`config.mk`:
```
export PLATFORM = sky130hd
export DESIGN_NAME = tile_addr_decoder
export DESIGN_NICKNAME = d
export VERILOG_FILES = /design/src/logic/tile_pkg.sv /design/src/logic/tile_addr_decoder.sv
export SDC_FILE = /design/constraint.sdc
export NUM_CORES = 1
export LEC_CHECK = 0
export ABC_CLOCK_PERIOD_IN_PS = 1800
export BUFFER_PORTS_ARGS = -buffer_cell sky130_fd_sc_hd__buf_4
export CORE_AREA = 2 2 124 126
export DETAILED_ROUTE_END_ITERATION = 10
export DIE_AREA = 0 0 126 128
export GPL_TIMING_DRIVEN = 0
export SYNTH_ARGS = -nofsm -noshare
export SYNTH_HDL_FRONTEND = slang
export SYNTH_SLANG_ARGS = --single-unit
```
`constraint.sdc`:
```
create_clock -name clk -period 1.8 [get_ports clk]
set_input_delay 0.45 -clock clk [delete_from_list [all_inputs] [get_ports clk]]
set_output_delay 0.45 -clock clk [all_outputs]
set_load 0.05 [all_outputs]
```
`src/logic/tile_pkg.sv`:
```
package tile_pkg;

  // Core bus masters, 0 is instruction and 1 is data
  localparam int NR_MASTERS = 2;

  // Address map over the top address bits
  localparam int         DM_RANGE_WIDTH   = 4;
  localparam logic [3:0] DM_MATCH         = 4'h0;
  localparam int         BOOT_RANGE_WIDTH = 4;
  localparam logic [3:0] BOOT_MATCH       = 4'hf;

  // Local memory in bytes, addressed by word
  localparam int LMEM_SIZE = 4096;
  localparam int LMEM_AW   = 10;

  localparam int BOOT_WORDS = 16;

  // Startup code, entry n sits at byte address 4*n of the boot range
  localparam logic [31:0] BOOT_IMAGE [0:BOOT_WORDS-1] = '{
    32'h18000000, 32'ha8200000, 32'h18400000, 32'ha8420ffc,
    32'h18600000, 32'ha8630100, 32'h44001800, 32'h15000000,
    32'h9c21fff8, 32'hd4011000, 32'h84410000, 32'h9c210008,
    32'he0630004, 32'hbc030000, 32'h0ffffff8, 32'h15000001
  };

  typedef struct packed {
    logic [31:0] adr;
    logic [31:0] dat;
    logic [3:0]  sel;
    logic        we;
    logic        cyc;
    logic        stb;
  } wb_req_t;

  typedef struct packed {
    logic [31:0] dat;
    logic        ack;
    logic        err;
  } wb_rsp_t;

endpackage

```
`src/logic/tile_addr_decoder.sv`:
```
`timescale 1ns/1ns

module tile_addr_decoder (
  input  logic              clk,
  input  logic              rst_i,
  input  tile_pkg::wb_req_t bus_req_i,
  output tile_pkg::wb_rsp_t bus_rsp_o,
  output tile_pkg::wb_req_t dm_req_o,
  input  tile_pkg::wb_rsp_t dm_rsp_i,
  output tile_pkg::wb_req_t boot_req_o,
  input  tile_pkg::wb_rsp_t boot_rsp_i
);

  logic dm_hit;
  logic boot_hit;
  logic err_q;

  assign dm_hit   = bus_req_i.adr[31 -: tile_pkg::DM_RANGE_WIDTH] == tile_pkg::DM_MATCH;
  assign boot_hit = bus_req_i.adr[31 -: tile_pkg::BOOT_RANGE_WIDTH] == tile_pkg::BOOT_MATCH;

  always_comb begin
    dm_req_o       = bus_req_i;
    dm_req_o.cyc   = bus_req_i.cyc & dm_hit;
    dm_req_o.stb   = bus_req_i.stb & dm_hit;
    boot_req_o     = bus_req_i;
    boot_req_o.cyc = bus_req_i.cyc & boot_hit;
    boot_req_o.stb = bus_req_i.stb & boot_hit;
  end

  // Unmapped address, one err pulse while the master still holds the request
  always_ff @(posedge clk) begin
    if (rst_i) begin
      err_q <= 1'b0;
    end else begin
      err_q <= bus_req_i.cyc & bus_req_i.stb & !dm_hit & !boot_hit & !err_q;
    end
  end

  always_comb begin
    bus_rsp_o.dat = boot_hit ? boot_rsp_i.dat : dm_rsp_i.dat;
    bus_rsp_o.ack = dm_rsp_i.ack | boot_rsp_i.ack;
    bus_rsp_o.err = dm_rsp_i.err | boot_rsp_i.err | err_q;
  end

  a_one_slave: assert property (@(posedge clk) disable iff (rst_i)
    !(dm_req_o.stb && boot_req_o.stb))
    else $error("both slaves strobed");

endmodule

```
# After elaboration in Yosys (flattened, before gate mapping)
# Index checks and enable logic that the tools add are counted.
# word_totals
reg_bits	1
# classes
bitwise_logic	11
muxes	1
eq_ne	1
n_reduce_logical	4
# ops
operator	count
two-way mux 32 bit	1
bitwise AND 1 bit	8
equality test 4 bit (second input constant)	1
zero test 4 bit	1
zero test 1 bit	3
bitwise OR 1 bit	3

# Longest topological paths before layout
# logic_depth
word_depth	5
ltp_mapped	3

# Worst setup path after synthesis
# OpenSTA, ideal clock, no wires.
# synth_timing
path_type	in2out
startpoint	input port bus_req_i[69] (netlist bit)
endpoint	output port boot_req_o[0] (netlist bit)
stages	3
arrival_time_ns	1.449
setup_slack_ns	-0.099
required_ns	1.350
cell_sequence	nand4_4 buf_6 nor2_1
# synth_lines
item	line	text
start: declaration	tile_addr_decoder.sv:6	input tile_pkg::wb_req_t bus_req_i,
end: declaration	tile_addr_decoder.sv:10	output tile_pkg::wb_req_t boot_req_o,

==> flow_summary.yaml <==
routing:
  dr.pass1.iters: 2
  drc: 0
  drt-vias-per-instance: 3.153
  ant_nets: 0
  wl_um: 7306
  wl_per_cell_um: 11.51
  dr_total_vias: 2002
  drt_iter0_markers: 8
critical_path:
  cp_num_buf_inv: 4
  arrival_ns: 1.45
  critPathTopFamily: "buffers and inverters"
  max_stage_delay_ns: 0.31
  cp_max_fo: 10
  cp-start-kind: "primary input"
  worst_path_max_delay_cell: "mux2_4"
  end_kind: "primary output"
  worstPathRequired_ns: 1.35
  worstPathCellList: "buf_8, nand4_4, buf_12, buf_12, mux2_4, buf_6"
  critPathKind: "primary input to primary output"
  path_common_cell: "buf_12"
floorplan:
  fp.dieW_um: 126
  die_area_um2: 16130
  core_region_area_um2: 14860
  boundaryPins: 317
  die_h_um: 128
  rows: 45
  start_util_pct: 11.03
place:
  dpl.hpwl_um: 6676
  dp_slack_ns: -0.2959
  port_buffers: 251
  gp_congestion: 0.7365
finish:
  syn2layout_area_growth_pct: 153.8
  diodes: 0
  fin_nets: 590
  top_register: "err_q"
  drive_gt1_share_pct: 97.99
  fill_cells: 1591
  largest_reg_flops: 1
  reg_top3: "err_q (1)"
timing:
  finalWorstSetupSlack_ns: -0.1013
  rsz0062_at_grt: "true"
  drv_slew: 0
  worst_pin_slew_ns: 0.2643
  final_hold_viol_count: 0
  clock_skew_ns: 0
  fin_crit_sh_pct: 105.6
  setup_violations: 32
  max_freq_ghz: 0.5260
  tns_ns: -2.545
  post-route-min-period_ns: 1.901
  slew_headroom_pct: 82.25
power_and_ir_drop:
  static-leakage-power_nw: 2.390
  vdd_drop_max_mv: 0.1175
  power_density_nw_per_um2: 404.7
run:
  maxCapViolations: 0
global_routing:
  grt_pass1_vias: 1921
  grt_max_degree: 11
  antenna_found_initial: 0
  grt_util_all_layers_pct: 7.594
  grt_pass1_wl_um: 9880
  grt_overflow: 0
logic_synthesis:
  synth_top_family_by_area: "buffers and inverters"
  ys_ff_latch: 1
  synth_adder_area_share_pct: 0
  synth_xor_area_share_pct: 0
  synth_area_um2: 1639
  ys_types: 14
  synthCells: 187
  synth.yosys.seq_area_share_pct: 1.221
  synthSimpleGateAreaFrac_pct: 4.885
  synth_mux_area_share_pct: 28.17
  synth-compound-area-share_pct: 0
  synth_nets: 328
  syn_avg_cell_area_um2: 8.765
  synth-warning-count: 0
clock_tree:
  clk_pin_slew_ns: 0
  clock_latency_ns: 0
  cts_hold_buf: 0
status:
  outcome: "finished with violations"
  failed_checks: "setup timing"
min_path:
  min_path_type: "register to register"
[synthesized netlist by cell type, drive strengths merged]
library cell | count | area [um^2]
dfxtp | 1 | 20.02
nor2 | 3 | 11.26
buf | 141 | 1070
nand4 | 1 | 21.27
and4bb | 1 | 12.51
mux2 | 32 | 461.7
nand2 | 1 | 3.750
and2 | 2 | 12.51
inv | 2 | 7.510
or2 | 1 | 6.260
nor4 | 1 | 6.260
or3 | 1 | 6.260
[layout make-up]
class	count	area [um^2]	share of cell area (%)
inverter	2	7.507	0.1805
sequential	1	20.02	0.4812
multi-input combinational	43	583.1	14.02
tap	188	235.2	5.654
buffer	141	1096	26.35
timing repair buffer	260	2218	53.32
[path summary, 6_finish.rpt]
kind                               startpoint           end  slack (ns)  cells past startpoint
worst min-delay path                    err_q         err_q        0.63                      2
worst max-delay path            bus_req_i[67]  bus_rsp_o[8]       -0.10                      6
worst max register to register          err_q         err_q        1.11                      2
worst min register to register          err_q         err_q        0.63                      2
[worst min-delay path, cell delays in order, from the launching register on]
cell and delay (ns):
dfxtp_1 0.31, nor2_1 0.05, and4bb_2 0.21
[cells in the final DEF (no fill, tap or decap), types with 2 or more instances in the layout]
cell type	netlist	layout
buf_4	138	354
mux2_4	27	32
buf_6	3	25
buf_8	0	16
buf_12	0	4
and2_1	2	2
inv_1	2	2
nor2_1	3	2
buf_16	0	2
[where the power goes]
| group | total [W] | switching (W) | leakage (nW) | internal (W) |
|---|---|---|---|---|
| Sequential | 0.0000241 | 0.000000516 | 0.00818 | 0.0000236 |
| Clock | 0 | 0 | 0 | 0 |
| Combinational | 0.00166 | 0.000964 | 2.38 | 0.000695 |
| Total | 0.00168 | 0.000965 | 2.39 | 0.000719 |
[timing repair]
item | in CTS | in global routing
pin swaps | 1 | 2
resized for setup | 62 | 12
buffers inserted | 6 | 1
cloned | 2 | 0
endpoints found under the setup margin | 36 | 35
[per-layer routing]
metal | vias up | share of wire [%] | GRT usage [%] | wire length [um]
met1 | 857 | 31 | 7.822 | 2239
met3 | 2 | 12 | 2.003 | 906
li1 | 977 | - | - | -
met2 | 166 | 56 | 15.62 | 4126
met4 | 0 | 0.47 | 0.8403 | 34
met5 | - | 0 | 0 | 0
[metrics by stage]
step | cells | util, % | power (W) | area [um^2] | hold slack (ns)
global route | 635 | 27.99 | 0.001741 | 4160 | 0.6696
detailed placement | 626 | 25.29 | 0.001604 | 3759 | 0.6292
CTS | 634 | 27.60 | 0.001684 | 4103 | 0.6292
floorplan | 187 | - | 0.001132 | 1639 | 0.5905
finish | 635 | 27.99 | 0.001684 | 4160 | 0.6260
global placement | 626 | 25.29 | 0.001596 | 3759 | 0.6070
[cell families after synthesis]
group / count (synthesis)
buf+inv: 143
flops: 1
mux: 32
simple gates: 11
No activity file was read; power rests on OpenSTA's default activity.
