--- config.mk ---
export PLATFORM = sky130hd
export DESIGN_NAME = mem_port_mux
export DESIGN_NICKNAME = d
export VERILOG_FILES = /design/src/logic/tile_pkg.sv /design/src/logic/mem_port_mux.sv
export SDC_FILE = /design/constraint.sdc
export NUM_CORES = 1
export LEC_CHECK = 0
export BUFFER_PORTS_ARGS = -buffer_cell sky130_fd_sc_hd__buf_2
export CAP_MARGIN = 20
export CORE_AREA = 2 2 123 125
export DETAILED_ROUTE_END_ITERATION = 12
export DIE_AREA = 0 0 125 127
export PLACE_DENSITY_LB_ADDON = 0.12
export SLEW_MARGIN = 20
export SYNTH_ARGS = -nofsm -noshare
export SYNTH_HDL_FRONTEND = slang
export SYNTH_SLANG_ARGS = --single-unit
--- constraint.sdc ---
create_clock -name clk -period 2.4 [get_ports clk]
set_clock_uncertainty 0.05 [all_clocks]
set_input_delay 0.36 -clock clk [delete_from_list [all_inputs] [get_ports clk]]
set_output_delay 0.36 -clock clk [all_outputs]
set_load 0.01 [all_outputs]
--- src/logic/tile_pkg.sv ---
package tile_pkg;

  // Core bus masters, 0 is instruction and 1 is data
  localparam int NR_MASTERS = 2;

  // Address map over the top address bits
  localparam int         DM_RANGE_WIDTH   = 4;
  localparam logic [3:0] DM_MATCH         = 4'h0;
  localparam int         BOOT_RANGE_WIDTH = 4;
  localparam logic [3:0] BOOT_MATCH       = 4'hf;

  // Local memory in bytes, addressed by word
  localparam int LMEM_SIZE = 4096;
  localparam int LMEM_AW   = 10;

  localparam int BOOT_WORDS = 16;

  // Startup code, entry n sits at byte address 4*n of the boot range
  localparam logic [31:0] BOOT_IMAGE [0:BOOT_WORDS-1] = '{
    32'h18000000, 32'ha8200000, 32'h18400000, 32'ha8420ffc,
    32'h18600000, 32'ha8630100, 32'h44001800, 32'h15000000,
    32'h9c21fff8, 32'hd4011000, 32'h84410000, 32'h9c210008,
    32'he0630004, 32'hbc030000, 32'h0ffffff8, 32'h15000001
  };

  typedef struct packed {
    logic [31:0] adr;
    logic [31:0] dat;
    logic [3:0]  sel;
    logic        we;
    logic        cyc;
    logic        stb;
  } wb_req_t;

  typedef struct packed {
    logic [31:0] dat;
    logic        ack;
    logic        err;
  } wb_rsp_t;

endpackage

--- src/logic/mem_port_mux.sv ---
`timescale 1ns/1ns

module mem_port_mux (
  input  logic              clk,
  input  logic              rst_i,
  input  tile_pkg::wb_req_t bus_req_i,
  output tile_pkg::wb_rsp_t bus_rsp_o,
  input  tile_pkg::wb_req_t dbg_req_i,
  output tile_pkg::wb_rsp_t dbg_rsp_o,
  output tile_pkg::wb_req_t mem_req_o,
  input  tile_pkg::wb_rsp_t mem_rsp_i
);

  logic busy_q;
  logic dbg_own_q;
  logic owner_cyc;
  logic mem_done;

  assign owner_cyc = dbg_own_q ? dbg_req_i.cyc : bus_req_i.cyc;
  assign mem_done  = mem_rsp_i.ack | mem_rsp_i.err;

  // Debug access takes precedence when the memory is free
  always_ff @(posedge clk) begin
    if (rst_i) begin
      busy_q    <= 1'b0;
      dbg_own_q <= 1'b0;
    end else if (!busy_q) begin
      if (dbg_req_i.cyc) begin
        busy_q    <= 1'b1;
        dbg_own_q <= 1'b1;
      end else if (bus_req_i.cyc) begin
        busy_q    <= 1'b1;
        dbg_own_q <= 1'b0;
      end
    end else if (mem_done || !owner_cyc) begin
      busy_q <= 1'b0;
    end
  end

  always_comb begin
    if (!busy_q) begin
      mem_req_o = '0;
    end else if (dbg_own_q) begin
      mem_req_o = dbg_req_i;
    end else begin
      mem_req_o = bus_req_i;
    end
  end

  always_comb begin
    bus_rsp_o.dat = mem_rsp_i.dat;
    bus_rsp_o.ack = mem_rsp_i.ack & busy_q & !dbg_own_q;
    bus_rsp_o.err = mem_rsp_i.err & busy_q & !dbg_own_q;
    dbg_rsp_o.dat = mem_rsp_i.dat;
    dbg_rsp_o.ack = mem_rsp_i.ack & busy_q & dbg_own_q;
    dbg_rsp_o.err = mem_rsp_i.err & busy_q & dbg_own_q;
  end

  a_owner_stable: assert property (@(posedge clk) disable iff (rst_i)
    (mem_req_o.cyc && !mem_done) |=> $stable(dbg_own_q))
    else $error("memory owner changed during an open cycle");

endmodule

* Word-level counts from Yosys, hierarchy flattened
Cells that the tools add are included.
Word-level totals: register bits 2, input port bits 178, output and inout bits 139, word-level logic and storage cells 24
Operators by class: multiplexer cells 9, bitwise operators 8, reduce and logical (&&, ||, !) cells 5
Operators with widths (number):
- 2-to-1 mux 71 bit | 2
- 2-to-1 mux 1 bit | 7
- bitwise AND 1 bit | 6
- logical NOT 1 bit | 2
- AND reduction 2 bit | 1
- nonzero test 2 bit | 1
- logical OR 1 bit | 1
- inverter 1 bit | 1
- OR 1 bit | 1

* Longest topological paths before layout
Gate-level depths: netlist of the first run.
word-level depth 5, mapped depth 5, depth with buffers taken out 3

* Least setup slack after synthesis of the first run
Ideal clock, no wire load.
kind flip-flop to output port, start reg dbg_own_q, end out mem_req_o[43] in the netlist's numbering, arrival time 962 ps, data required time 1990 ps, slack 1028 ps, stages on the path, launching flop included 6, buffers on the path 3, path through dfxtp_1 buf_6 buf_6 buf_8 mux2i_1 nor2_1
RTL lines:
- start: declaration | line mem_port_mux.sv:15 | logic dbg_own_q;
- start signal: assignment | line mem_port_mux.sv:26 | dbg_own_q <= 1'b0;
- start signal: assignment | line mem_port_mux.sv:30 | dbg_own_q <= 1'b1;
- start signal: assignment | line mem_port_mux.sv:33 | dbg_own_q <= 1'b0;
- end: declaration | line mem_port_mux.sv:10 | output tile_pkg::wb_req_t mem_req_o,

==> results of run 1 <==
-- synth_stat cells, drive strengths merged --
library cell	number	area, um^2
and3	2	12.51
nor3	1	10.01
nor2	71	266.5
o21ai	3	15.01
nand2	1	3.750
a21oi	2	10.01
inv	2	7.500
dfxtp	2	40.04
mux2i	71	710.7
nor3b	3	27.52
buf	76	585.6
clkbuf	5	18.77
-- final timing paths --
path                             to  slack [ns]
min reg2reg  dbg_own_q$_SDFFE_PP0P_        0.56
max reg2reg       busy_q$_SDFF_PP0_        0.98
max                   mem_req_o[51]        0.36
min          dbg_own_q$_SDFFE_PP0P_        0.26
-- registers in the layout, indices dropped and copies added (netlist names) --
signal     count
dbg_own_q      1
busy_q         1
-- kinds of logic after synthesis --
family	synth area share [%]
muxes	41.61
buffers and inverters	35.82
DFF	2.344
and+or+nand+nor	18.75
AOI/OAI and AO/OA	1.465
-- layer usage --
metal | up-vias | global-route usage, % | wire length [um]
met1 | 873 | 6.802 | 1997
met5 | - | 0 | 0
met4 | 0 | 2.876 | 204
met2 | 119 | 15.41 | 3657
met3 | 29 | 2.513 | 723
li1 | 1020 | - | -
-- final cells by class --
type | count | share of cell area (%)
inverters | 2 | 0.2887
flip-flops and latches | 2 | 1.684
repair buffers | 226 | 45.52
clock buffers | 4 | 3.032
well taps | 184 | 8.855
multi-input cells | 154 | 40.62
-- worst max-delay path, delay by kind of cell, from the launching register on --
family | cells | cell delay (ns)
mux | 1 | 0.21
simple gates | 1 | 0.05
buf+inv | 2 | 0.48
flops | 1 | 0.64
-- through the flow --
step	setup WS, ns	std cells	total power [mW]	util [%]
3_3_place_gp	0.5566	568	0.5368	17.48
3_5_place_dp	0.5558	568	0.5348	17.48
2_1_floorplan	1.028	239	0.4174	-
5_1_grt	0.2200	572	0.8466	18.03
6_report	0.3635	572	0.7852	18.03
4_1_cts	0.3171	572	0.8011	18.03
-- power breakdown --
part / switching, mW / leakage, nW / internal, mW
Clock: 0.0422 / 0.0382 / 0.219
Combinational: 0.219 / 1.41 / 0.250
Sequential: 0.0193 / 0.0173 / 0.0363
==> run metrics, run 1 <==
CP Launch Type=register; Synth Cell Area=approximately 0.0017 mm^2; layout cell share with drive strength beyond 1=60.05%; height of the die=between 100 and 150 um; fin. max-slew vios=0; total CTS buffers=3; pwr dens=a little over 300 mW/mm^2; DRC=0; Boundary Pins=about 320; Final Cycle Share=about 85%; # diodes=0; Mapped Avg Cell Area=between 7 and 8 um^2; Worst-Margin Slew=0.4920 ns; Row Count=44; commonest non-fill, non-tap cell in the layout=buf_2; antenna violations before repair=0; Syn Inst Count=239; GR Overflow Total=0; GPL Wtd Cong=around 0.8; slowest CP cell=dfxtp_4; effective utilization at floorplan=11.84%; CP startpoint=dbg_own_q$_SDFFE_PP0P_; NumNets Final=567; TNS Setup=0 ns; footprint of the multi-input gates=approximately 0.0011 mm^2; Setup CP Type=reg2out; Worst path max stage delay=0.64 ns; Netlist cell types=18; Via density=roughly 3.6; initial DRC count=44; CP required=approximately 2 ns; critical path capture point type=output port; leakage=1.467 nW; worst-skew pair later-pin latency=roughly 0.22 ns; I/O Buffers=220; Clock Tree Buf Depth=2; Seq. cell area=43.79 um^2; Antenna Nets Post-Route=0; crit path cell chain=buf_4 -> mux2i_1 -> nor2_1 -> buf_2; core area=about 0.014 mm^2; first-pass GRT wire length=between 9000 and 10000 um; CTS root buf=clkbuf_16; largest net degree at the start of global routing=32; final wirelength=between 6000 and 7000 um; register bit total from synthesis=2; fillers=approximately 1700; hold_buf cts=0; H-tree depth=1; drt first pass iters=4; max capacitance violation total=0; Synth Warn #=0; CP Data Arrival Time=approximately 1.6 ns; clock sink count=2; Worst Hold Depth=2; die area=about 0.016 mm^2; Max Freq=roughly 490 MHz; Avg WL per Cell=roughly 12 um; TritonCTS clock tree=yes; cell area after layout=~0.0026 mm^2; Setup Viol. Count Final=0; startpoint of the worst hold path=rst_i; synthesis-to-finish area growth=52.23%; commonest non-fill, non-tap cells in the layout=220 x buf_2, 71 x mux2i_1, 71 x nor2_1; maximum VDD drop=roughly 0.14 mV; minimum clock period=approximately 2 ns; Worst Reg-to-Reg Cells=4; hold slack=approximately 0.26 ns; chip width=about 130 um; post_cts resized=0; Clock transition at path regs=approximately 0.030 ns; CP max FO=28; vias in the first global route=about 2000; Setup Fix Bufs, Post-CTS=0; Synth Net Count=approximately 420; RSZ-0062 raised after global routing=false; Fin. Hold Viols=0; Hold Path Class=in2reg; Tot GR Track Use=roughly 7.6%; register area share after synthesis=about 2.3%; Post-DP HPWL=~5600 um; relative slew slack=between 60% and 70%; RR Startpoint=dbg_own_q$_SDFFE_PP0P_; DP Area=0.002521 mm^2; vias=a little over 2000; outcome=complete, no violations
Power figures use the tool's default switching activity.
==> run 2, diff against run 1 <==
Settings changed: CORE_AREA 2 2 123 125 to 2 2 124 126, DIE_AREA 0 0 125 127 to 0 0 126 128.
Clock period 2.4 ns to 1.7 ns, I/O delays scaled along.
==> run metrics, run 2 (synthesized netlist as in run 1, its figures left out) <==
NumNets Final=around 570; met1 Resource Use GR=under 10%; Final Cycle Share=between 90% and 100%; largest net degree at the start of global routing=between 50 and 60; total CTS buffers=3; minimum clock period=between 1.5 and 2 ns; fin. max-slew vios=0; worst-skew pair later-pin latency=0.22 ns; worst reg2reg path endpoint=busy_q$_SDFF_PP0_; commonest non-fill, non-tap cell in the layout=buf_2; biggest regs=busy_q: 1 flops, dbg_own_q: 1 flops; leakage=1.489 nW; Seq. cell area=approximately 44 um^2; fillers=around 1700; Max Freq=~610 MHz; # diodes=0; vias in the first global route=~1900; CP max FO=21; synthesis-to-finish area growth=55.82%; busiest grt layer=met2; Worst path max stage delay=0.44 ns; Design Power=1.140 mW; Crit path max-delay family=flip-flops; Clock Tree Buf Depth=2; r2r setup slk=0.56 ns; initial DRC count=26; final wirelength=~7000 um; Worst Hold Depth=2; cell area after layout=around 0.0027 mm^2; met3 usage=between 2 and 3%; Boundary Pins=317; Clock transition at path regs=~0.030 ns; Post-DP HPWL=roughly 5700 um; Placed Cells=~570; commonest non-fill, non-tap cells in the layout=220 x buf_2, 71 x mux2i_1, 71 x nor2_1; startpoint of the worst hold path=rst_i; RR Startpoint=dbg_own_q$_SDFFE_PP0P_; TritonCTS clock tree=yes; slowest CP cell=dfxtp_4; Tot GR Track Use=under 10%; vias=2038; DP Area=0.002526 mm^2; H-tree depth=1; hold slack=between 0.15 and 0.2 ns; Fin. Hold Viols=0; RSZ-0062 raised after global routing=true; relative slew slack=around 84%; Avg WL per Cell=12.16 um; Worst Reg-to-Reg Cells=4; Antenna Nets Post-Route=0; antenna violations before repair=0; CTS root buf=clkbuf_16; Final Util=17.90%; GPL Wtd Cong=0.7527; first-pass GRT wire length=slightly below 10000 um; outcome=complete, no violations; Buf/Inv on CP=2; clock sink count=2; met2 Use GR=between 10% and 20%; Hold Path Class=in2reg; DRC=0; critical path capture point type=output port; CP Data Arrival Time=about 1.3 ns; Worst Hold Endpoint=dbg_own_q$_SDFFE_PP0P_; maximum VDD drop=around 0.26 mV; crit path cell chain=buf_12 -> mux2i_1 -> nor2_1 -> buf_2; max capacitance violation total=0; layout cell share with drive strength beyond 1=about 60%; pwr dens=roughly 430 mW/mm^2; Setup CP Type=reg2out; drt first pass iters=4; Via density=roughly 3.5; CP Launch Type=register; GR Overflow Total=0; CP startpoint=dbg_own_q$_SDFFE_PP0P_; CP required=between 1 and 1.5 ns; Worst-Margin Slew=~0.23 ns; I/O Buffers=220; effective utilization at floorplan=11.49%; hold_buf cts=0; Setup Viol. Count Final=0; footprint of the multi-input gates=between 0.001 and 0.0015 mm^2; die area=0.01613 mm^2; Final Non-Filler Cells=slightly below 600; chip width=126 um; height of the die=around 130 um; Row Count=between 40 and 50; core area=0.01486 mm^2
## run 2: cell types whose count changed in the layout (fill, tap and decap cells not counted)
cell	change
clkbuf_16	+1
buf_16	+1
buf_4	-1
buf_6	+1
## run 2: area by class of cell
cell class	count	share of cell area, %
clock buffers	4	2.962
well taps	188	8.839
inverters	2	0.2821
repair buffers	228	46.59
multi-input cells	154	39.68
flip-flops and latches	2	1.646
## run 2: worst max-delay path by stage
stage	slack, ns	to	depth (start not counted)
2_1_floorplan	0.43	mem_req_o[43]	5
3_3_place_gp	0.26	mem_req_o[1]	4
3_5_place_dp	0.24	mem_req_o[4]	4
4_1_cts	-0.005	mem_req_o[4]	4
5_1_grt	-0.01	mem_req_o[31]	4
6_report	0.07	mem_req_o[35]	4
## run 2: stage by stage
step	setup WS, ns	setup TNS [ns]
2_1_floorplan	0.4330	0
3_3_place_gp	0.2570	0
3_5_place_dp	0.2355	0
4_1_cts	-0.004558	-0.004715
5_1_grt	-0.01009	-0.01009
6_report	0.06901	0
## run 2: repair_timing
action | CTS | global route
gates cloned | 0 | 1
setup endpoints to repair | 2 | 46
setup buffers | 0 | 1
resized for setup | 1 | 1
pin swaps | 0 | 0
## run 2: per-layer routing
layer  up-vias  share of wire (%)
li1       1026                  -
met1       869                 32
met2       117                 56
met3        26                9.5
met4         0                2.8
met5         -                  0
## run 2: worst reg2reg max path: cells and delay by family, from the launching register on
family                 cells  cell delay [ns]
AOI/OAI and AO/OA          2             0.18
DFF                        1             0.44
buffers and inverters      1             0.23
and+or+nand+nor            1             0.17
## run 2: power by group
| part | total, mW | internal, mW | switching (mW) |
|---|---|---|---|
| combinational | 0.707 | 0.371 | 0.336 |
| sequential | 0.0621 | 0.0512 | 0.0109 |
| clock | 0.371 | 0.309 | 0.0618 |
