### src/logic/tile_pkg.sv
package tile_pkg;

  // Core bus masters, 0 is instruction and 1 is data
  localparam int NR_MASTERS = 2;

  // Address map over the top address bits
  localparam int         DM_RANGE_WIDTH   = 4;
  localparam logic [3:0] DM_MATCH         = 4'h0;
  localparam int         BOOT_RANGE_WIDTH = 4;
  localparam logic [3:0] BOOT_MATCH       = 4'hf;

  // Local memory in bytes, addressed by word
  localparam int LMEM_SIZE = 4096;
  localparam int LMEM_AW   = 10;

  localparam int BOOT_WORDS = 16;

  // Startup code, entry n sits at byte address 4*n of the boot range
  localparam logic [31:0] BOOT_IMAGE [0:BOOT_WORDS-1] = '{
    32'h18000000, 32'ha8200000, 32'h18400000, 32'ha8420ffc,
    32'h18600000, 32'ha8630100, 32'h44001800, 32'h15000000,
    32'h9c21fff8, 32'hd4011000, 32'h84410000, 32'h9c210008,
    32'he0630004, 32'hbc030000, 32'h0ffffff8, 32'h15000001
  };

  typedef struct packed {
    logic [31:0] adr;
    logic [31:0] dat;
    logic [3:0]  sel;
    logic        we;
    logic        cyc;
    logic        stb;
  } wb_req_t;

  typedef struct packed {
    logic [31:0] dat;
    logic        ack;
    logic        err;
  } wb_rsp_t;

endpackage

### src/logic/boot_rom.sv
`timescale 1ns/1ns

module boot_rom (
  input  logic              clk,
  input  logic              rst_i,
  input  tile_pkg::wb_req_t req_i,
  output tile_pkg::wb_rsp_t rsp_o
);

  logic [9:0]  word_idx;
  logic        access;
  logic        ack_q;
  logic        err_q;
  logic [31:0] dat_q;

  assign word_idx = req_i.adr[11:2];
  assign access   = req_i.cyc & req_i.stb & !ack_q & !err_q;

  // Zero past the end of the image
  always_ff @(posedge clk) begin
    if (word_idx < 10'(tile_pkg::BOOT_WORDS)) begin
      dat_q <= tile_pkg::BOOT_IMAGE[word_idx[3:0]];
    end else begin
      dat_q <= 32'h0;
    end
  end

  always_ff @(posedge clk) begin
    if (rst_i) begin
      ack_q <= 1'b0;
      err_q <= 1'b0;
    end else begin
      ack_q <= access & !req_i.we;
      err_q <= access & req_i.we;
    end
  end

  assign rsp_o.dat = dat_q;
  assign rsp_o.ack = ack_q;
  assign rsp_o.err = err_q;

endmodule

### config.mk
export PLATFORM = sky130hd
export DESIGN_NAME = boot_rom
export DESIGN_NICKNAME = d
export VERILOG_FILES = /design/src/logic/tile_pkg.sv /design/src/logic/boot_rom.sv
export SDC_FILE = /design/constraint.sdc
export NUM_CORES = 1
export LEC_CHECK = 0
export BUFFER_PORTS_ARGS = -buffer_cell sky130_fd_sc_hd__buf_2
export CAP_MARGIN = 10
export CORE_MARGIN = 3
export CORE_UTILIZATION = 33
export DETAILED_ROUTE_END_ITERATION = 7
export PLACE_DENSITY = 0.84
export SKIP_LAST_GASP = 1
export SLEW_MARGIN = 20
export SYNTH_ARGS = -nofsm -noshare
export SYNTH_HDL_FRONTEND = slang
export SYNTH_SLANG_ARGS = --single-unit
### constraint.sdc
create_clock -name clk -period 1.1 [get_ports clk]
set_clock_uncertainty 0.05 [all_clocks]
set_input_delay 0.11 -clock clk [delete_from_list [all_inputs] [get_ports clk]]
set_output_delay 0.11 -clock clk [all_outputs]
set_load 0.05 [all_outputs]
=== Yosys cells after proc, flatten, opt, wreduce, memory -nomap -nowiden ===
Memories as Yosys holds them, arrays and structs flattened. A register that Yosys moved wholly into a read port is not among the register bits.
Index checks and enable logic that the tools add are counted.

* Input bits: 73
* Memories: 1
* Memory bits (read-only): 512
* Logic and storage cells: 14
* Flip-flop bits (word level): 2

{| class="wikitable"
|+ Memory list
! memory !! depth !! bits a word !! read ports !! clocked after Yosys merged registers in !! write ports !! RTL line !! RTL
|-
| (name not given) || 16 || 32 || 1 || 1 || 0 || boot_rom.sv:22 || <nowiki>dat_q <= tile_pkg::BOOT_IMAGE[word_idx[3:0]];</nowiki>
|}

* Order comparisons: 1
* Reductions and logical operators: 4
* Bitwise logic cells: 6

{| class="wikitable"
|+ Operators with widths
! cell !! number
|-
| less-than comparator 10 x 5 -> 1 bit, second input constant || 1
|-
| AND 1 bit || 5
|-
| NOT 4 -> 5 bit || 1
|-
| logical NOT 1 bit || 4
|}

=== Logic depth before layout (Yosys ltp) ===
Gate-level depths: netlist of the first run.

* Depth after elaboration: 4
* Depth in mapped cells: 5
* Mapped depth without buffers: 5

=== Worst setup path before layout of the first run ===
Ideal clock, no wire load.

* Path type: reg2out
* From: register dat_q[10] (netlist name)
* To: output port rsp_o[11] in the netlist's numbering
* Data arrival time: 973 ps
* Required time: 940 ps
* Slack: -33 ps
* Cell stages (with the launch flop): 2
* Cell sequence: dfxtp_1 > buf_4

{| class="wikitable"
|+ RTL lines
! item !! RTL line !! RTL
|-
| to (decl) || boot_rom.sv:7 || <nowiki>output tile_pkg::wb_rsp_t rsp_o</nowiki>
|}

=== Worst setup path in the final report of the first run ===
* From: register dat_q[15]
* To: output port rsp_o[17] in the netlist's numbering

{| class="wikitable"
|+ RTL lines
! item !! RTL line !! RTL
|-
| from (decl) || boot_rom.sv:14 || <nowiki>logic [31:0] dat_q;</nowiki>
|}

No word-level cell between the ends.

==> results.py, run 1 <==
metrics = {
    "cts": {
        "cts_sinks": 22,
        "clockBufferDepth": 2,
        "clk_pin_slew_ns": 0.11,
        "postCtsHoldBufs": 1,
        "cts_inserted_buffers": 3,
        "post-cts-setup-buffers": 0,
        "clk_latency_ns": 0.30,
        "root_buffer": "clkbuf_4",
        "cts_max_level": 1,
        "cts_tree": "built",
    },
    "logic_synthesis": {
        "synth_commonest_cells": "dfxtp_1, buf_4, a21oi_1",
        "async_reset_ff_share_pct": 0,
        "synth.most_common_cell": "dfxtp_1",
        "synthFlopType": "dfxtp_1",
        "synth_top_family_by_area": "simple AND/OR/NAND/NOR gates",
        "synth-compound-area-share_pct": 13.6,
        "synth_cell_types": 30,
        "syn_area_um2": 1140,
        "synth_edf_count": 0,
        "synth-seq-area-share_pct": 38.6,
        "ys.warnings.count": 0,
        "ys_ff_latch": 22,
        "synth_xor_area_share_pct": 0.768,
        "synth_fp_nets": 210,
        "syn_area_per_cell_um2": 8.98,
        "synth_top_cell_area_share_pct": 38.6,
        "yosysTopAreaCell": "dfxtp_1",
        "synth-simple-area-share_pct": 17.3,
        "synthMuxAreaShare_pct": 3.84,
        "synth_adder_area_share_pct": 11.0,
        "postSynthCellCount": 127,
        "synth_area_leaders": "dfxtp_1, ha_1, buf_4",
    },
    "setup_path": {
        "cp.depth": 1,
        "critPathArrivalTime_ns": 0.92,
        "max_stage_delay_ns": 0.35,
        "cp_top_family": "flip-flops",
        "r2r-end": "ack_q",
        "crit_buf_inv": 1,
        "cp-startpoint": "dat_q[15]",
        "r2r_cells": 2,
        "required_ns": 0.94,
        "path_max_fanout": 3,
        "cp-end-kind": "output port",
        "critical_path_class": "reg -> out",
        "cp_cell_sequence": "buf_2",
        "r2r_start": "err_q",
        "worstSetupStartpointType": "flop",
        "r2r_slack_ns": 0.05,
        "crit_end": "rsp_o[17]",
        "slowest_stage": "dfxtp_1",
    },
    "route": {
        "drc_errors": 0,
        "via_per_inst": 4.49,
        "wire_per_inst_um": 10.8,
        "drt_iter0_markers": 23,
        "drtPass1Iterations": 4,
        "finalWirelength_mm": 2.46,
        "antenna_left": 0,
        "vias": 1023,
    },
    "floorplan": {
        "die_area_um2": 4200,
        "die_w_um": 64.8,
        "io-pin-count": 107,
        "core-area_um2": 3180,
        "initial_core_util_pct": 35.9,
        "die_h_um": 64.8,
        "num_rows": 20,
    },
    "cells_and_area": {
        "fillCellCount": 311,
        "nNetsFinal": 269,
        "drive_above_1_share_pct": 47.8,
        "syn2layout_area_growth_pct": 37.0,
        "final_core_util_pct": 49.2,
        "diodes": 0,
    },
    "grt": {
        "grt_pass1_vias": 924,
        "grt_max_degree": 12,
        "grt_use_total_pct": 11.8,
        "antenna_found_initial": 0,
        "grt_pass1_wl_mm": 3.93,
        "grt.overflow.total": 0,
    },
    "timing": {
        "fin_crit_sh_pct": 97.9,
        "rsz0062_at_grt": "true",
        "setup_viol": 0,
        "fmax_ghz": 0.929,
        "period_minus_slack_ns": 1.08,
        "slew_viol_final": 0,
        "hold_viol": 0,
    },
    "place": {
        "place_congestion": 0.889,
        "hpwlAfterDp_mm": 1.98,
        "portBuffers": 47,
    },
    "worst_hold_path": {
        "hp-class": "in -> reg",
    },
    "power_and_ir_drop": {
        "p_total_uw": 1440,
        "leakage_uw": 0.000772,
        "powerDensity_nw_per_um2": 920,
        "irDropWorstVdd_mv": 0.426,
    },
    "job": {
        "maxCapViolCount": 0,
    },
    "outcome": {
        "outcome": "complete, no violations",
    },
}
==> power by group <==
part / switching, µW / leakage [µW] / internal, µW / total [µW]
clock: 218 / 0.0000138 / 128 / 346
combinational: 154 / 0.000579 / 134 / 288
sequential: 1.71 / 0.000179 / 801 / 803
==> routing by layer <==
layer  vias to the layer above  GRT usage [%]  part of all wire, %
li1                        521              -                    -
met1                       456           15.1                   46
met2                        39           19.8                   46
met3                         7           1.21                  6.2
met4                         0           5.28                  2.3
met5                         -              0                    0
==> sequential cells by signal, summed over array words and instances, names as in the netlist <==
register  flops
err_q         1
dat_q        20
ack_q         1
==> cell usage in the layout, fill, tap and decap left out, types with 3 or more instances in the layout <==
cell type | synthesis | final
buf_2 | 4 | 32
buf_4 | 15 | 28
dfxtp_1 | 22 | 19
clkbuf_4 | 0 | 16
a21oi_1 | 14 | 14
nand2_1 | 10 | 10
ha_1 | 10 | 10
nor2_1 | 10 | 9
inv_1 | 6 | 6
nand3_1 | 5 | 5
nand2b_1 | 4 | 4
o211ai_1 | 4 | 4
mux2_2 | 3 | 3
dfxtp_2 | 0 | 3
==> how the worst min path moves through the flow <==
stage               slack, ns  cells past startpoint      from     to
finish                  0.003                      3     rst_i  ack_q
detailed placement       0.24                      2  req_i[2]  ack_q
global route            -0.02                      3     rst_i  ack_q
floorplan                0.13                      1  req_i[2]  ack_q
global placement         0.24                      2  req_i[2]  ack_q
CTS                   -0.0002                      3     rst_i  err_q
==> kinds of logic (layout without fill, tap and decap cells) <==
kind of cell | Yosys count | after routing
simple gates | 38 | 38
fa+ha+maj | 10 | 10
compound gates | 25 | 25
flops | 22 | 22
mux | 4 | 4
other cells | 1 | 1
xor+xnor | 1 | 1
buf+inv | 26 | 83
==> cell type report <==
cell class              count  area, µm²  share of cell area (%)
multi-input cells          79        541                    34.6
repair buffers             74        478                    30.6
flip-flops and latches     22        444                    28.4
well taps                  44       55.1                    3.52
clock buffers               3       22.5                    1.44
inverters                   6       22.5                    1.44
==> through the flow <==
step	setup TNS [ns]	worst slack (ns)	area [µm²]	hold slack, ns	std cells
global route	-0.187	-0.0306	1560	-0.0226	228
global placement	-1.44	-0.158	1490	0.237	224
floorplan	0	0.0202	1140	0.132	127
finish	0	0.0236	1560	0.00345	228
detailed placement	-1.88	-0.183	1490	0.241	224
CTS	0	0.00435	1520	-0.000168	228
==> tightest hold or removal path, delay by kind of cell <==
| family | cells | cell delay (ns) |
|---|---|---|
| and+or+nand+nor | 2 | 0.15 |
| buffers and inverters | 1 | 0.07 |
==> timing repair <==
action | in CTS | in global routing
endpoints found under the setup margin | 0 | 18
hold endpoints to repair | 2 | 2
gates resized for setup | 0 | 20
No activity file was read; power rests on OpenSTA's default activity.
==> inputs of run 2 (changes only) <==
--- a/config.mk
+++ b/config.mk
@@ -6,4 +6,5 @@
 export NUM_CORES = 1
 export LEC_CHECK = 0
+export ABC_AREA = 1
 export BUFFER_PORTS_ARGS = -buffer_cell sky130_fd_sc_hd__buf_2
 export CAP_MARGIN = 10
--- a/constraint.sdc
+++ b/constraint.sdc
@@ -3,3 +3,3 @@
 set_input_delay 0.11 -clock clk [delete_from_list [all_inputs] [get_ports clk]]
 set_output_delay 0.11 -clock clk [all_outputs]
-set_load 0.05 [all_outputs]
+set_load 0.02 [all_outputs]
==> run 2 against run 1 <==
  * Global-route usage up 0.56 points
  * Combinational power down 18%
  * Sequential share of layout area is 0.87 points higher
  * Setup slack gained 0.058 ns
  * First-iteration DRC count decreased by 4.3%
  * Design area fell by 3.5%
  * Clock-buffer cell count rose by 1
  * Critical path type unchanged
  * Highest routed layer unchanged
==> results.py, run 2 <==
metrics = {
    "grt": {
        "grt_pass1_wl_mm": 4.20,
        "grt_max_degree": 13,
        "grt_use_total_pct": 12.4,
        "grt.overflow.total": 0,
        "grt_pass1_vias": 1004,
        "antenna_found_initial": 0,
    },
    "power_and_ir_drop": {
        "power_report.internal_total_uw": 1110,
        "powerDensity_nw_per_um2": 979,
        "p_total_uw": 1480,
        "irDropWorstVdd_mv": 0.383,
        "switchingPower_uw": 369,
        "clkPwrFrac_pct": 29.5,
        "seq_power_share_pct": 54.4,
        "leakage_uw": 0.000906,
        "p_sw_share_pct": 25.0,
        "p_comb_share_pct": 16.1,
    },
    "cts": {
        "clk_pin_slew_ns": 0.12,
        "cts_tree": "built",
        "cts_max_level": 1,
        "root_buffer": "clkbuf_4",
        "post-cts-setup-buffers": 0,
        "clockBufferDepth": 2,
        "cts_sinks": 22,
        "clk_latency_ns": 0.29,
        "cts_inserted_buffers": 3,
    },
    "cells_and_area": {
        "seqCellArea_um2": 442,
        "fillCellCount": 355,
        "top_register": "dat_q",
        "diodes": 0,
        "largest_reg_flops": 20,
        "final_cell_mix": "buf_2, nand2_1, dfxtp_1, inv_1, buf_4",
        "nNetsFinal": 289,
        "instances_no_fill": 249,
        "syn2layout_area_growth_pct": 28.9,
        "final_common_cell": "buf_2",
        "drive_above_1_share_pct": 37.1,
        "multiInputGateArea_um2": 515,
        "top_regs": "dat_q: 20 flops, ack_q: 1 flops, err_q: 1 flops",
    },
    "route": {
        "wire_per_inst_um": 9.71,
        "via_per_inst": 4.33,
        "drt_iter0_markers": 22,
        "drtPass1Iterations": 4,
        "drc_errors": 0,
        "finalWirelength_mm": 2.42,
        "vias": 1079,
        "antenna_left": 0,
    },
    "setup_path": {
        "cp_cell_sequence": "buf_2",
        "crit_buf_inv": 1,
        "r2r_cells": 3,
        "worstSetupStartpointType": "flop",
        "r2r_start": "err_q",
        "path_max_fanout": 5,
        "cp_top_family": "flip-flops",
        "critical_path_class": "reg -> out",
        "required_ns": 0.94,
        "crit_end": "rsp_o[25]",
        "critPathArrivalTime_ns": 0.86,
        "slowest_stage": "dfxtp_1",
        "cp-end-kind": "output port",
        "r2r_slack_ns": 0.38,
        "cp.depth": 1,
        "r2r-end": "ack_q",
        "cp-startpoint": "dat_q[25]",
        "max_stage_delay_ns": 0.38,
    },
    "timing": {
        "slew_viol_final": 0,
        "period_minus_slack_ns": 1.02,
        "fin_crit_sh_pct": 92.6,
        "fmax_ghz": 0.981,
        "setup_viol": 0,
        "rsz0062_at_grt": "false",
        "hold_viol": 0,
    },
    "logic_synthesis": {
        "synth_cell_types": 20,
        "synth_edf_count": 0,
        "yosysTopAreaCell": "dfxtp_1",
        "syn_area_per_cell_um2": 7.60,
        "synth_xor_area_share_pct": 0,
        "synthFlopType": "dfxtp_1",
        "synth_fp_nets": 237,
        "synth-compound-area-share_pct": 5.03,
        "async_reset_ff_share_pct": 0,
        "synth_commonest_cells": "nand2_1, dfxtp_1, inv_1, buf_4, nand3_1",
        "ys.warnings.count": 0,
        "synth_adder_area_share_pct": 10.7,
        "synth_area_leaders": "dfxtp_1, nand2_1, ha_1",
        "syn_area_um2": 1170,
        "synth-simple-area-share_pct": 28.0,
        "ys_ff_latch": 22,
        "synth_top_cell_area_share_pct": 37.6,
        "synth_top_family_by_area": "simple AND/OR/NAND/NOR gates",
        "synth-seq-area-share_pct": 37.6,
        "synthMuxAreaShare_pct": 0,
        "synth.most_common_cell": "nand2_1",
        "postSynthCellCount": 154,
    },
    "place": {
        "place_congestion": 0.917,
        "portBuffers": 47,
        "placedCellCount": 243,
        "hpwlAfterDp_mm": 1.93,
    },
    "floorplan": {
        "initial_core_util_pct": 36.5,
        "die_h_um": 65.5,
        "io-pin-count": 107,
        "die_w_um": 65.5,
        "num_rows": 20,
        "core-area_um2": 3200,
        "die_area_um2": 4300,
    },
    "worst_hold_path": {
        "hp-class": "in -> reg",
        "hold_depth": 3,
    },
    "job": {
        "maxCapViolCount": 0,
    },
    "outcome": {
        "outcome": "complete, no violations",
    },
}
run 2: changes by cell type after synthesis, sizes merged, moves of 3 or more:
| cell | delta |
|---|---|
| a21oi | -6 |
| buf | -3 |
| mux2 | -3 |
| nand2 | +29 |
| nor2 | +3 |
| o211ai | -4 |
| inv | +15 |
| nand2b | -4 |
| nand3 | +10 |
run 2: cell type report:
class / instances / area share [%]
multi-input cells: 94 / 34.2
flip-flops and latches: 22 / 29.3
repair buffers: 64 / 25.2
inverters: 21 / 5.23
well taps: 44 / 3.65
clock buffers: 4 / 2.41
run 2: metrics by stage:
stage	hold slack (ns)	util [%]	TNS (ns)	instance area (µm²)	worst slack, ns
after floorplan	0.137	-	0	1170	0.159
after global placement	0.238	45.3	-0.488	1450	-0.108
after detailed placement	0.245	45.3	-0.440	1450	-0.0825
after CTS	0.0238	47.0	0	1510	0.0324
after global routing	0.0129	47.1	0	1510	0.0214
final	0.0342	47.1	0	1510	0.0811
run 2: logic make-up (layout without fill, tap and decap cells):
group,after synthesis,in the layout
AOI/OAI and AO/OA,11,11
and+or+nand+nor,72,72
DFF,22,22
buffers and inverters,38,89
adders and majority gates,10,10
other,1,1
run 2: worst min path at each step:
stage,start,end,slack [ns]
6_report,req_i[1],err_q,0.03
4_1_cts,req_i[1],err_q,0.02
3_5_place_dp,rst_i,err_q,0.24
2_1_floorplan,rst_i,ack_q,0.14
5_1_grt,req_i[1],err_q,0.01
3_3_place_gp,rst_i,ack_q,0.24
run 2: layer usage:
metal  track usage (%)  routed length (µm)  up-vias
met1              15.2                1140      471
met5                 0                   0        -
met4              5.18                  39        0
met2              20.7                1080       41
met3              2.56                 154        6
li1                  -                   -      561
run 2: power groups by stage:
| stage | Combinational (µW) | Sequential [µW] | Clock [µW] |
|---|---|---|---|
| 3_5_place_dp | 232 | 821 | 0 |
| 4_1_cts | 238 | 803 | 462 |
| 3_3_place_gp | 228 | 821 | 0 |
| 6_report | 237 | 803 | 435 |
| 2_1_floorplan | 134 | 825 | 0 |
| 5_1_grt | 270 | 804 | 499 |
run 2: what timing repair did:
action | CTS | global route
setup endpoints to repair | 0 | 6
hold buffers | 2 | 0
resized for setup | 0 | 1
hold endpoints to repair | 2 | 0
